File: src/design/wbc_pkg.sv
// Shared sizes, vector types and message formats for the writeback-commit unit
// Upstream keeps at most ROB_DEPTH instructions in flight, so seq numbers never alias
// ROB_DEPTH must equal 2**SEQ_BITS because the ROB is indexed directly by seq number

package wbc_pkg;

  // ---------------------------------------------------------------------
  // Sizes
  // ---------------------------------------------------------------------

  localparam int NUM_PIPES    = 2;
  localparam int SEQ_BITS     = 3;
  localparam int ROB_DEPTH    = 8;
  localparam int PHYS_BITS    = 6;
  localparam int AREG_BITS    = 5;
  localparam int XLEN         = 32;

  // Queue depth per pipe, also the credit count each pipe starts with
  localparam int PIPE_CREDITS = 2;

  // Derived queue widths
  localparam int QUEUE_PTR_BITS = (PIPE_CREDITS > 1) ? $clog2(PIPE_CREDITS) : 1;
  localparam int QUEUE_CNT_BITS = $clog2(PIPE_CREDITS + 1);

  // ---------------------------------------------------------------------
  // Vector types
  // ---------------------------------------------------------------------

  typedef logic [SEQ_BITS-1:0]           seq_num_t;
  typedef logic [PHYS_BITS-1:0]          phys_reg_t;
  typedef logic [AREG_BITS-1:0]          arch_reg_t;
  typedef logic [XLEN-1:0]               word_t;
  typedef logic [$clog2(NUM_PIPES)-1:0]  pipe_idx_t;

  // ---------------------------------------------------------------------
  // Messages
  // ---------------------------------------------------------------------

  // Finished instruction from an execute pipe
  typedef struct packed {
    word_t     pc;
    seq_num_t  seq_num;
    arch_reg_t waddr;
    word_t     wdata;
    logic      wen;
    phys_reg_t preg;   // newly allocated physical reg
    phys_reg_t ppreg;  // previous mapping, freed at commit
  } ex_msg_t;

  // Writeback / wakeup notification
  typedef struct packed {
    seq_num_t  seq_num;
    arch_reg_t waddr;
    word_t     wdata;
    logic      wen;
    phys_reg_t preg;
  } complete_msg_t;

  // In-order retirement notification
  typedef struct packed {
    word_t     pc;
    seq_num_t  seq_num;
    arch_reg_t waddr;
    word_t     wdata;
    logic      wen;
    phys_reg_t ppreg;
  } commit_msg_t;

endpackage

File: src/design/pipe_input_queue.sv
// Per-pipe result FIFO, PIPE_CREDITS entries deep, with no ready signal
// Sender must hold a credit for every ex_val; a push into a full queue is undefined
// One registered credit_return pulse follows each pop

`timescale 1ns/1ps

module pipe_input_queue (
  input  logic             clk,
  input  logic             reset,
  input  logic             ex_val,
  input  wbc_pkg::ex_msg_t ex_msg,
  input  logic             pop,
  output logic             not_empty,
  output wbc_pkg::ex_msg_t head,
  output logic             credit_return
);

  import wbc_pkg::*;

  // Storage and pointers
  ex_msg_t                   entries [PIPE_CREDITS];
  logic [QUEUE_PTR_BITS-1:0] wr_ptr;
  logic [QUEUE_PTR_BITS-1:0] rd_ptr;
  logic [QUEUE_CNT_BITS-1:0] count;

  logic do_push;
  logic do_pop;

  // Pointer advance with wrap at the last entry
  function automatic logic [QUEUE_PTR_BITS-1:0] ptr_next(
    input logic [QUEUE_PTR_BITS-1:0] ptr
  );
    if (ptr == QUEUE_PTR_BITS'(PIPE_CREDITS - 1)) begin
      return '0;
    end
    return ptr + 1'b1;
  endfunction

  // ---------------------------------------------------------------------
  // Push and pop qualification
  // ---------------------------------------------------------------------

  // Credits guarantee space, so every ex_val is taken
  assign do_push   = ex_val;
  // Ignore a pop against an empty queue
  assign do_pop    = pop && not_empty;

  assign not_empty = (count != '0);
  assign head      = entries[rd_ptr];

  // Payload write, no reset needed
  always_ff @(posedge clk) begin
    if (do_push) begin
      entries[wr_ptr] <= ex_msg;
    end
  end

  // Pointers and occupancy
  always_ff @(posedge clk) begin
    if (reset) begin
      wr_ptr <= '0;
      rd_ptr <= '0;
      count  <= '0;
    end else begin
      if (do_push) begin
        wr_ptr <= ptr_next(wr_ptr);
      end
      if (do_pop) begin
        rd_ptr <= ptr_next(rd_ptr);
      end
      unique case ({do_push, do_pop})
        2'b10:   count <= count + 1'b1;
        2'b01:   count <= count - 1'b1;
        default: count <= count;
      endcase
    end
  end

  // One credit back to the pipe per released entry
  always_ff @(posedge clk) begin
    if (reset) begin
      credit_return <= 1'b0;
    end else begin
      credit_return <= do_pop;
    end
  end

endmodule

File: config.mk
export PLATFORM = sky130hd
export DESIGN_NAME = pipe_input_queue
export DESIGN_NICKNAME = d
export VERILOG_FILES = /design/src/design/wbc_pkg.sv /design/src/design/pipe_input_queue.sv
export SDC_FILE = /design/constraint.sdc
export NUM_CORES = 1
export LEC_CHECK = 0
export ABC_AREA = 1
export BUFFER_PORTS_ARGS = -buffer_cell sky130_fd_sc_hd__buf_2
export CAP_MARGIN = 20
export CORE_ASPECT_RATIO = 0.75
export CORE_MARGIN = 2
export CORE_UTILIZATION = 40
export CTS_CLUSTER_SIZE = 16
export DETAILED_ROUTE_END_ITERATION = 8
export PLACE_DENSITY_LB_ADDON = 0.2
export SYNTH_ARGS = -nofsm -noshare
export SYNTH_HDL_FRONTEND = slang
export SYNTH_SLANG_ARGS = --single-unit
File: constraint.sdc
create_clock -name clk -period 7.4 [get_ports clk]
set_clock_uncertainty 0.1 [all_clocks]
set_input_delay 0.37 -clock clk [delete_from_list [all_inputs] [get_ports clk]]
set_output_delay 0.37 -clock clk [all_outputs]
set_load 0.02 [all_outputs]
# Yosys cells after proc, flatten, opt, wreduce, memory -nomap -nowiden
# Memories as Yosys holds them, arrays and structs flattened. A register that Yosys moved wholly into a read port is not among the register bits.
# Cells that the tools add are included.
[totals]
rom_bits = 0
regBits = 5
latch_bits = 0
out_inout_bits = 87
ram_bits = 170
mem_count = 1
wordCells = 29
in_bits = 89
[classes]
eq_ne = 2
div_mod_pow = 0
n_reduce_logical = 3
shift = 0
add_sub_neg = 4
order_cmp = 0
n_mux = 15
bitwise_logic = 0
n_mul = 0
[mem_list]
columns = ["memory", "words", "word_bits", "read_ports", "rd_clocked_by_memory_dff", "wr", "line_no", "text"]
rows = [
  ["entries", 2, 85, 1, 1, 1, "pipe_input_queue.sv:21", "ex_msg_t entries [PIPE_CREDITS];"],
]
[ops]
columns = ["operator", "n"]
rows = [
  ["$mux 1", 14],
  ["$pmux 2 s2", 1],
  ["$reduce_bool 2->1", 2],
  ["$add 1x1->1 const B", 2],
  ["$add 2x1->2 const B", 1],
  ["$eq 2x1->1 const B", 1],
  ["$eq 2x2->1 const B", 1],
  ["$sub 2x1->2 const B", 1],
  ["$logic_and 1x1->1", 1],
]

# Depth between registers and ports, before layout
[depth]
depth_word = 7
depth_mapped = 10
ltp_nobuf = 10

# Worst setup path after synthesis
# No wires, ideal clock.
[synth_path]
path_kind = "input-to-reg"
from = "input ex_val"
to = "memory entries[0][0] (netlist name) (enable)"
arrival_time_ns = 3.991
setup_slack_ns = 2.777
setup_ns = 0.531
path_buffers = 0
cell_stages = 2
required_time_ns = 6.769
path_cell_list = "inv_1 > nor2_1"
[synth_between]
elab_chain_cells = 2
[synth_lines]
columns = ["item", "line_no", "text"]
rows = [
  ["from (decl)", "pipe_input_queue.sv:10", "input logic ex_val,"],
  ["$mux 1", "pipe_input_queue.sv:53", "if (do_push) begin"],
  ["$mux 1 (not written as such)", "pipe_input_queue.sv:54", "entries[wr_ptr] <= ex_msg;"],
  ["to (decl)", "pipe_input_queue.sv:21", ""],
]
# No other way between the ends.

==> flow_summary_export.csv <==
group,metric,value,unit
die,rows,40,
clock_network,clk_latency,410,ps
logic_synthesis,synth-seq-cells,176,
global_routing,grt_pass1_wl,17440,microns
drt,drc_errors,0,
clock_network,postCtsHoldBufs,0,
die,die_h,113.5,microns
worst_setup_path,crit_path_start_kind,"flop",
clock_network,cts_made_buffers,17,
cells_and_area,finish.utilization,50.95,%
sta,fmax,0.3548,GHz
worst_setup_path,arrival,2350,ps
global_routing,grt-ovfl-total,0,
logic_synthesis,synth_top_cell_by_area,"edfxtp_1",
cells_and_area,fin_nets,581,
power,ir_worst_vdd,0.1750,mV
min_path,hp-start,"ex_msg[11]",
sta,tns,0,ps
power,power.density,283.9,nW/um^2
sta,slew_headroom,46.85,%
cells_and_area,fill_cells,1344,
die,die_area,17030,sq um
global_routing,grt_pass1_vias,3388,
worst_setup_path,cp.required,6930,ps
worst_setup_path,endpoint_kind,"output port",
drt,post_drt_via_cell_ratio,4.601,
placed_design,hpwl,7342,microns
clock_network,htreeDepth,4,
clock_network,post_cts_buffers,0,
global_routing,grt_max_degree,59,
logic_synthesis,synth_area,6397,sq um
clock_network,clock-sinks,176,
clock_network,post_cts_resized,0,
logic_synthesis,synthCells,302,
placed_design,place_inst,681,
die,core_area,15820,sq um
logic_synthesis,synth_cell_types,15,
sta,min_period,2818,ps
sta,hold_viol_final,0,
placed_design,place_congestion,0.7382,
cells_and_area,multi_input_comb_area,1067,sq um
sta,tightest_slew,797.2,ps
drt,routed_wl,11450,microns
cells_and_area,layoutNonFillerInstCount,714,
global_routing,antenna_found_initial,0,
worst_setup_path,r2r_start,"wr_ptr",
power,totalPowerFinal,2.288,mW
sta,rsz0062_at_grt,"no",
job,drv_cap,0,
logic_synthesis,synth.most_common_cell,"edfxtp_1",
sta,maxSlewViolCount,0,
cells_and_area,sequential_cell_area,5229,sq um
drt,drt_iter0_drc,176,
logic_synthesis,synthFlopType,"edfxtp_1",
worst_setup_path,path_class,"reg2out",
die,start_util,40.45,%
logic_synthesis,ys.warnings.count,0,
logic_synthesis,netlist.area_leader.share,79.80,%
clock_network,tritoncts,"built",
clock_network,cts_max_path_buffers,2,
cells_and_area,diodes,0,
logic_synthesis,syn_nets,392,
min_path,min_path_type,"in2reg",
cells_and_area,drive_gt1_share,48.61,%
logic_synthesis,synth_common_cells,"edfxtp_1 (170), mux2_1 (50), mux2_2 (35)",
drt,drtAntennaViolNets,0,
outcome,outcome,"finished, final reports clean",
power,p_leak,3.045,nW
sta,finalSetupViolCount,0,
clock_network,cts-root-buf,"clkbuf_16",
cells_and_area,area_growth_syn_to_layout,25.95,%
logic_synthesis,ys_seq_area_share,81.67,%
logic_synthesis,yosys-top-cells-area,"edfxtp_1 (80%), mux2_1 (8.8%), mux2_2 (6.2%)",
worst_setup_path,path_max_fanout,58,
logic_synthesis,syn_avg_cell_area,21.18,sq um
drt,firstDrtPassIters,4,
die,die_x,150.0,microns
placed_design,portBuffers,175,
drt,vias,3285,
logic_synthesis,async_flop_share,0,%
sta,fin_crit_sh,38.08,%
global_routing,grt_usage,13.85,%
logic_synthesis,synth_enable_flop_cells,170,
clock_network,clk_pin_slew,60,ps
drt,wl_per_cell,16.04,microns
die,ioPinCount,176,
## path summary, 6_finish.rpt
path | to | cells past startpoint | slack, ps
hold / removal | entries[1][11] | 1 | 40
setup reg to reg | entries[1][80] | 3 | 5250
hold reg to reg | rd_ptr | 2 | 410
setup / recovery | head[0] | 3 | 4580
## per-stage QoR
stage / hold WS (ps) / setup slack (ps) / instance area (sq um)
2_1_floorplan: 342.4 / 2778 / 6397
3_3_place_gp: 383.7 / 4743 / 7492
3_5_place_dp: 401.7 / 4702 / 7492
4_1_cts: 17.42 / 4487 / 8038
5_1_grt: 5.663 / 4386 / 8058
6_report: 38.63 / 4582 / 8058
## sequential cells by signal, summed over array words and instances (netlist names), named ones only
name	count
count	2
credit_return	1
entries	170
rd_ptr	1
wr_ptr	1
## cell usage in the layout, fill, tap and decap left out
cell type     n
buf_2       175
edfxtp_1    170
mux2_1       50
mux2_2       35
clkbuf_16    17
nor2_1        9
inv_1         8
nand2_1       7
dfxtp_1       5
clkinv_2      4
clkinv_4      3
inv_6         3
clkinv_1      3
buf_4         3
o21ai_0       2
nor2_4        1
a21oi_1       1
nor3_1        1
nand4_1       1
ha_1          1
dfxtp_4       1
bufinv_16     1
clkinvlp_4    1
clkbuf_1      1
buf_12        1
## power by group
group	switching [mW]	internal, mW
registers	0.0193	1.15
clock network	0.357	0.462
logic	0.181	0.115
total	0.557	1.73
## per-layer routing
layer,GRT usage (%),up-vias,part of all wire (%)
met4,4.906,0,1.0
met3,6.000,7,8.0
met1,17.95,1599,46
met5,0,-,0
li1,-,1559,-
met2,20.94,120,45
## layout make-up
cell class                 count  share of cell area, %
sequential                   176                  64.89
clock inverter                14                  1.444
multi-input combinational    108                  13.25
timing repair buffer         179                  11.40
tap                          210                  3.261
inverter                       9                 0.4348
clock buffer                  18                  5.326
## logic make-up (layout without fill, tap and decap cells)
kind of cell               Yosys count  in the layout  synth area share (%)
muxes                               85             85                 14.96
buffers and inverters               18            220                 1.760
AOI/OAI and AO/OA                    3              3                0.2346
and+or+nand+nor                     19             19                 1.174
DFF                                176            176                 81.67
adders and majority gates            1              1                0.1955
## critical path, cell delays in order (launching register included)
cell and delay (ps):
dfxtp_4 590, buf_4 690, mux2_2 430, buf_2 160
Power figures use the tool's default switching activity.
