`config.mk`:
```
export PLATFORM = sky130hd
export DESIGN_NAME = reorder_buffer
export DESIGN_NICKNAME = d
export VERILOG_FILES = /design/src/design/wbc_pkg.sv /design/src/design/reorder_buffer.sv
export SDC_FILE = /design/constraint.sdc
export NUM_CORES = 1
export LEC_CHECK = 0
export ABC_CLOCK_PERIOD_IN_PS = 20800
export BUFFER_PORTS_ARGS = -buffer_cell sky130_fd_sc_hd__buf_2
export CAP_MARGIN = 40
export CORE_MARGIN = 1
export CORE_UTILIZATION = 65
export CTS_BUF_LIST = sky130_fd_sc_hd__clkbuf_16
export CTS_CLUSTER_DIAMETER = 150
export DETAILED_ROUTE_END_ITERATION = 10
export GPL_ROUTABILITY_DRIVEN = 0
export HOLD_SLACK_MARGIN = 0.03
export PLACE_DENSITY_LB_ADDON = 0.12
export SETUP_SLACK_MARGIN = 0.3
export SLEW_MARGIN = 20
export SYNTH_ARGS = -nofsm -noshare
export SYNTH_HDL_FRONTEND = slang
export SYNTH_SLANG_ARGS = --single-unit
```
`constraint.sdc`:
```
create_clock -name clk -period 20.8 [get_ports clk]
set_clock_uncertainty 0.2 [all_clocks]
set_input_delay 1.04 -clock clk [delete_from_list [all_inputs] [get_ports clk]]
set_output_delay 1.04 -clock clk [all_outputs]
set_load 0.05 [all_outputs]
```
`src/design/wbc_pkg.sv`:
```
// Shared sizes, vector types and message formats for the writeback-commit unit
// Upstream keeps at most ROB_DEPTH instructions in flight, so seq numbers never alias
// ROB_DEPTH must equal 2**SEQ_BITS because the ROB is indexed directly by seq number

package wbc_pkg;

  // ---------------------------------------------------------------------
  // Sizes
  // ---------------------------------------------------------------------

  localparam int NUM_PIPES    = 2;
  localparam int SEQ_BITS     = 3;
  localparam int ROB_DEPTH    = 8;
  localparam int PHYS_BITS    = 6;
  localparam int AREG_BITS    = 5;
  localparam int XLEN         = 32;

  // Queue depth per pipe, also the credit count each pipe starts with
  localparam int PIPE_CREDITS = 2;

  // Derived queue widths
  localparam int QUEUE_PTR_BITS = (PIPE_CREDITS > 1) ? $clog2(PIPE_CREDITS) : 1;
  localparam int QUEUE_CNT_BITS = $clog2(PIPE_CREDITS + 1);

  // ---------------------------------------------------------------------
  // Vector types
  // ---------------------------------------------------------------------

  typedef logic [SEQ_BITS-1:0]           seq_num_t;
  typedef logic [PHYS_BITS-1:0]          phys_reg_t;
  typedef logic [AREG_BITS-1:0]          arch_reg_t;
  typedef logic [XLEN-1:0]               word_t;
  typedef logic [$clog2(NUM_PIPES)-1:0]  pipe_idx_t;

  // ---------------------------------------------------------------------
  // Messages
  // ---------------------------------------------------------------------

  // Finished instruction from an execute pipe
  typedef struct packed {
    word_t     pc;
    seq_num_t  seq_num;
    arch_reg_t waddr;
    word_t     wdata;
    logic      wen;
    phys_reg_t preg;   // newly allocated physical reg
    phys_reg_t ppreg;  // previous mapping, freed at commit
  } ex_msg_t;

  // Writeback / wakeup notification
  typedef struct packed {
    seq_num_t  seq_num;
    arch_reg_t waddr;
    word_t     wdata;
    logic      wen;
    phys_reg_t preg;
  } complete_msg_t;

  // In-order retirement notification
  typedef struct packed {
    word_t     pc;
    seq_num_t  seq_num;
    arch_reg_t waddr;
    word_t     wdata;
    logic      wen;
    phys_reg_t ppreg;
  } commit_msg_t;

endpackage

```
`src/design/reorder_buffer.sv`:
```
// Reorder buffer indexed directly by sequence number, one entry per number
// Relies on upstream never having more than ROB_DEPTH instructions in flight
// No flush or exception recovery; commit output is a valid-only notification

`timescale 1ns/1ps

module reorder_buffer (
  input  logic                   clk,
  input  logic                   reset,
  input  logic                   wb_val,
  input  wbc_pkg::complete_msg_t wb,
  input  wbc_pkg::word_t         wb_pc,
  input  wbc_pkg::phys_reg_t     wb_ppreg,
  output logic                   commit_val,
  output wbc_pkg::commit_msg_t   commit
);

  import wbc_pkg::*;

  // ---------------------------------------------------------------------
  // Storage
  // ---------------------------------------------------------------------

  // Commit fields per sequence number
  commit_msg_t          entries [ROB_DEPTH];
  // Written but not yet retired
  logic [ROB_DEPTH-1:0] entry_valid;

  // Oldest unretired sequence number
  seq_num_t    head_ptr;
  seq_num_t    head_next;
  seq_num_t    wr_idx;

  // Entry assembled from the completion and the ROB-only fields
  commit_msg_t wb_entry;

  // Head entry is done and may leave this cycle
  logic        retire;
  commit_msg_t head_entry;

  // ---------------------------------------------------------------------
  // Write port
  // ---------------------------------------------------------------------

  assign wr_idx = wb.seq_num;

  always_comb begin
    wb_entry.pc      = wb_pc;
    wb_entry.seq_num = wb.seq_num;
    wb_entry.waddr   = wb.waddr;
    wb_entry.wdata   = wb.wdata;
    wb_entry.wen     = wb.wen;
    // Previous mapping is what gets freed on commit
    wb_entry.ppreg   = wb_ppreg;
  end

  // Payload array, loaded on writeback only
  always_ff @(posedge clk) begin
    if (wb_val) begin
      entries[wr_idx] <= wb_entry;
    end
  end

  // ---------------------------------------------------------------------
  // Retirement
  // ---------------------------------------------------------------------

  assign head_entry = entries[head_ptr];
  assign retire     = entry_valid[head_ptr];

  // Depth equals the sequence space, so the natural wrap is modulo ROB_DEPTH
  assign head_next  = head_ptr + 1'b1;

  // Valid bits and head pointer
  // A write and a retire in one cycle always hit different entries
  always_ff @(posedge clk) begin
    if (reset) begin
      entry_valid <= '0;
      head_ptr    <= '0;
    end else begin
      if (retire) begin
        entry_valid[head_ptr] <= 1'b0;
        head_ptr              <= head_next;
      end
      if (wb_val) begin
        entry_valid[wr_idx] <= 1'b1;
      end
    end
  end

  // ---------------------------------------------------------------------
  // Commit register
  // ---------------------------------------------------------------------

  // Up to one commit per cycle, back to back when the next entry is ready
  always_ff @(posedge clk) begin
    if (reset) begin
      commit_val <= 1'b0;
    end else begin
      commit_val <= retire;
    end
  end

  // Commit payload held until the next retirement
  always_ff @(posedge clk) begin
    if (retire) begin
      commit <= head_entry;
    end
  end

endmodule

```
**Word level (Yosys, flattened, before mapping)**

Memory sizes are Yosys's and may differ from the RTL's. A register that Yosys moved wholly into a read port is not among the register bits.
Index checks and enable logic that the tools add are counted.
W data, S select, Z words.

- Add/subtract/negate cells: 1
- Order comparisons: 4
- Multiplexer cells: 11
- Bitwise operators: 3
- Reduce and logical (&&, ||, !) cells: 2

Operators by type and width:

| kind | count |
|---|---|
| $mux W8 | 3 |
| $and A8 B8 Y8 | 1 |
| $lt A3 B4 Y1 const B | 2 |
| $not A8 Y8 | 1 |
| $or A8 B8 Y8 | 1 |
| $demux W1 S3 | 2 |
| $ge A3 B1 Y1 const B | 2 |
| $mux W1 | 5 |
| $add A3 B1 Y3 const B | 1 |
| $bmux W1 S3 | 1 |
| $logic_and A1 B1 Y1 | 2 |

- Flip-flop bits (word level): 12
- Bits in writable memories: 632
- Memories kept: 1

Memories:

| memory | words | width | rd ports | clocked after Yosys merged registers in | write ports | line | source |
|---|---|---|---|---|---|---|---|
| entries | 8 | 79 | 1 | 1 | 1 | reorder_buffer.sv:25 | `commit_msg_t entries [ROB_DEPTH];` |

**Logic depth before layout (Yosys ltp)**

- Word-level depth: 10
- Mapped depth: 7

**Worst setup path after synthesis**

Ideal clock, no wire load.

- Path kind: input to register
- Start point: input wb[46] (netlist name)
- End point: memory entries[0][0] (netlist name) (enable)
- Library setup time: 0.617 ns
- Arrival: 6.623 ns
- Setup slack: 13.360 ns
- Cell stages on the path: 2
- Buffers on the path: 0
- Path through: nand2b_1 nor3_1

RTL lines:

| what | line | source |
|---|---|---|
| start, declared | reorder_buffer.sv:11 | `input wbc_pkg::complete_msg_t wb,` |
| end, declared | reorder_buffer.sv:25 |  |

Straight into the memory's write port.

**Worst setup path after layout**

- Start point: register head_ptr[0]
- End point: register, netlist name commit[26]

- Word-level cells in the longest chain between the ends: 2

RTL lines:

| what | line | source |
|---|---|---|
| start, declared | reorder_buffer.sv:30 | `seq_num_t head_ptr;` |
| start signal, assigned | reorder_buffer.sv:83 | `head_ptr <= head_next;` |
| $bmux W1 S3 | reorder_buffer.sv:69 | `assign retire = entry_valid[head_ptr];` |
| $mux W1 (implied by the code) | reorder_buffer.sv:69 |  |
| via retire | reorder_buffer.sv:38 | `logic retire;` |

The timed path passes the listed nets, and every way through them passes these cells. The select of a mux whose other input is x is not followed.
A chain may end at the register's enable or synchronous reset.

==> summary.txt <==
Setup path
  • Worst EP required: 20.86 ns
  • Crit end category: flip-flop
  • Critical Path Max Stage Delay: approximately 0.76 ns
  • Crit Path Category: reg2reg
  • Slowest cell on the critical path: dfxtp_4
  • WP buf/inv: 6
  • CP cell instances: buf_12 > buf_4 > buf_16 > mux2_1 > o2bb2ai_2 > nor2_2 > inv_4 > buf_4 > buf_12
  • Critical path arrival: 4.54 ns
  • Worst reg-to-reg setup slack: 16.32 ns
  • Crit path max-delay family: buffers and inverters
  • Startpoint types: flip-flop
  • CP Max Fanout: 97
  • R2r worst-path depth: 9
  • Worst r2r dst: commit[26]
  • Worst reg2reg path startpoint: head_ptr[0]

Synth
  • Synthesized flop and latch total: 723
  • Mapped Area: approximately 0.027 mm²
  • Post-synthesis instance total: 1070
  • Synth Warn #: 0
  • Mean Syn Cell Area: 24.9 µm²
  • Number of distinct library cells after synthesis: 30
  • Syn_nets: around 1.2k
  • Register area share after synthesis: 0.809

Die
  • Total die area: 0.0418 mm²
  • Cell row count: 73
  • DIE HEIGHT: slightly above 200 µm
  • Starting Density: 0.665
  • # IOs: between 150 and 200
  • Core region area: between 0.04 and 0.05 mm²
  • Width of the die: 205 µm

Drt
  • DRT Pass-1 Iters: 5
  • Routed WL: just under 50 mm
  • Wire per inst: between 20 and 30 µm
  • Vias per std cell: 6.18
  • Drt drc: 0
  • Vias after detailed routing: 11.5k
  • DR iter-0 viols: 1069
  • ANT nets after route: 0

Layout
  • Area delta synth->final: 14.2%
  • Layout cells sized above 1: 0.398
  • Final core occ: 0.760
  • Non-filler instance count after layout: 1859
  • Commonest non-fill, non-tap cell in the layout: edfxtp_1
  • Fin area: 0.0305 mm²
  • Most frequent cells in the layout: 711 x edfxtp_1, 161 x buf_2, 158 x mux4_2
  • Final #Nets: 1370

Clock tree
  • Total CTS buffers: 69
  • Post_cts resized: 0
  • Postcts setup bufs: 0
  • Clock tree buffer depth: 3
  • CTS tree: built
  • Worst-skew pair later-pin latency: roughly 0.59 ns
  • # H-tree levels: 3
  • Root buffer cell: clkbuf_16
  • Hold bufs inserted after CTS: 0
  • # clock sinks: ~720
  • Worst-path clk slew: 0.06 ns

Pwr
  • Tot Pwr: about 2.9 mW
  • Peak VDD IR: 0.0000741 V
  • Pwr dens: roughly 96 mW/mm²
  • Lkg Pwr: 9.71 nW

Timing
  • Worst hold slack: 0.299 ns
  • Final hold viol count: 0
  • Period utilization: 0.215
  • Max Slew Vio Count: 0
  • Final worst path period need: ~4.5 ns
  • Max Freq: 223 MHz
  • Fin worst setup slack: 16.32 ns
  • Setup violators final: 0
  • RSZ-0062 raised after global routing: false
  • Max transition margin: 0.425
  • Setup TNS: 0 ns
  • Tightest Pin Transition: 0.862 ns

Placed design
  • Place WS: roughly 16 ns
  • Placed cell areas: 0.0283 mm²
  • IO buf count: 161
  • Hpwl dp: 25.5 mm
  • DP Cell Count: approximately 1.7k

Flow run
  • Max cap viols: 0

Global routing
  • Global routing's busiest layer: met2
  • Number of global-route vias before repair: 12.1k
  • GR Overflow Total: 0
  • Largest net degree at the start of global routing: 98
  • Met2 Track Usage GR: 0.393
  • Total GRT Usage: 0.245
  • Initial antenna violation count: 11
  • Global-route wire length before repair: 73.6 mm
  • Met3 GRT Util: 0.0601
  • Met1 Use GR: 0.341

Worst hold path
  • Hold depth: 2
  • Hold Crit Start: entry_valid[5]
  • Worst hold path class: reg2reg
  • End of the worst hold path: entry_valid[5]

Status
  • Status: completed
## final cells by class
cell class / instances / area [µm²]
Antenna cell: 5 / 12.5
Inverter: 4 / 22.5
Timing Repair Buffer: 188 / 1200
Multi-Input combinational cell: 295 / 4840
Fill cell: 2085 / 9630
Clock buffer: 69 / 1730
Tap cell: 525 / 657
Sequential cell: 723 / 21600
Clock inverter: 50 / 410
## worst max-delay path by stage
| stage | slack [ns] | cells past startpoint | startpoint | to |
|---|---|---|---|---|
| after floorplan | 13.36 | 2 | wb[46] | entries[0][0] |
| after global placement | 15.91 | 7 | head_ptr[0] | commit[25] |
| after CTS | 16.17 | 9 | head_ptr[0] | commit[25] |
| final | 16.32 | 9 | head_ptr[0] | commit[26] |
| after global routing | 15.94 | 9 | head_ptr[0] | commit[26] |
| after detailed placement | 16.18 | 9 | head_ptr[0] | commit[25] |
## sequential cells by signal (all words and copies together), names as in the netlist
name         count
commit          79
commit_val       1
entries        632
entry_valid      8
head_ptr         3
## synthesized netlist by cell type
cell         n  area share
a21oi_1      8      0.0015
buf_1       10      0.0014
buf_2       12      0.0023
buf_4        1     0.00028
buf_6       10      0.0042
clkbuf_1    15      0.0021
dfxtp_1     12      0.0090
edfxtp_1   711        0.80
ha_1         1     0.00047
inv_1        3     0.00042
inv_2        1     0.00014
mux2_1       3      0.0013
mux2_2      79       0.033
mux2i_1      4      0.0015
mux4_2     158        0.13
nand2_1      5     0.00070
nand2b_1     7      0.0016
nand3_1      1     0.00019
nand3b_1     2     0.00056
nor2_1      15      0.0021
nor2_2       1     0.00023
nor2b_1      1     0.00023
nor3_1       1     0.00019
o21a_1       1     0.00028
o21ai_0      1     0.00019
o21ai_1      2     0.00038
o22ai_1      1     0.00023
o2bb2ai_2    1     0.00056
or2_2        1     0.00023
or3_1        2     0.00047
## layer usage
| layer | up-vias | routed length (µm) |
|---|---|---|
| met5 | - | 84 |
| met4 | 14 | 940 |
| met3 | 83 | 3280 |
| met2 | 378 | 24900 |
| met1 | 6030 | 20000 |
| li1 | 4976 | - |
## worst register-to-register path: cells and delay by family (launching register included)
kind	cells	cell delay (ns)
AND/OR/NAND/NOR	1	0.11
AO/OA/AOI/OAI	1	0.13
flip-flops	1	0.76
multiplexers	1	0.21
buffers and inverters	6	2.72
## kinds of logic after synthesis
family	count (synthesis)	synth area share
muxes	244	0.170
AOI/OAI and AO/OA	14	0.00314
adders and majority gates	1	0.000469
DFF	723	0.809
and+or+nand+nor	36	0.00657
buffers and inverters	52	0.0108
## where the power goes
part / leakage, nW / switching, mW / internal (mW)
Clock: 1.12 / 0.504 / 0.689
Sequential: 6.55 / 0.0110 / 1.65
Combinational: 2.03 / 0.0541 / 0.0356
Note: power is estimated with default switching activity, not from simulation.
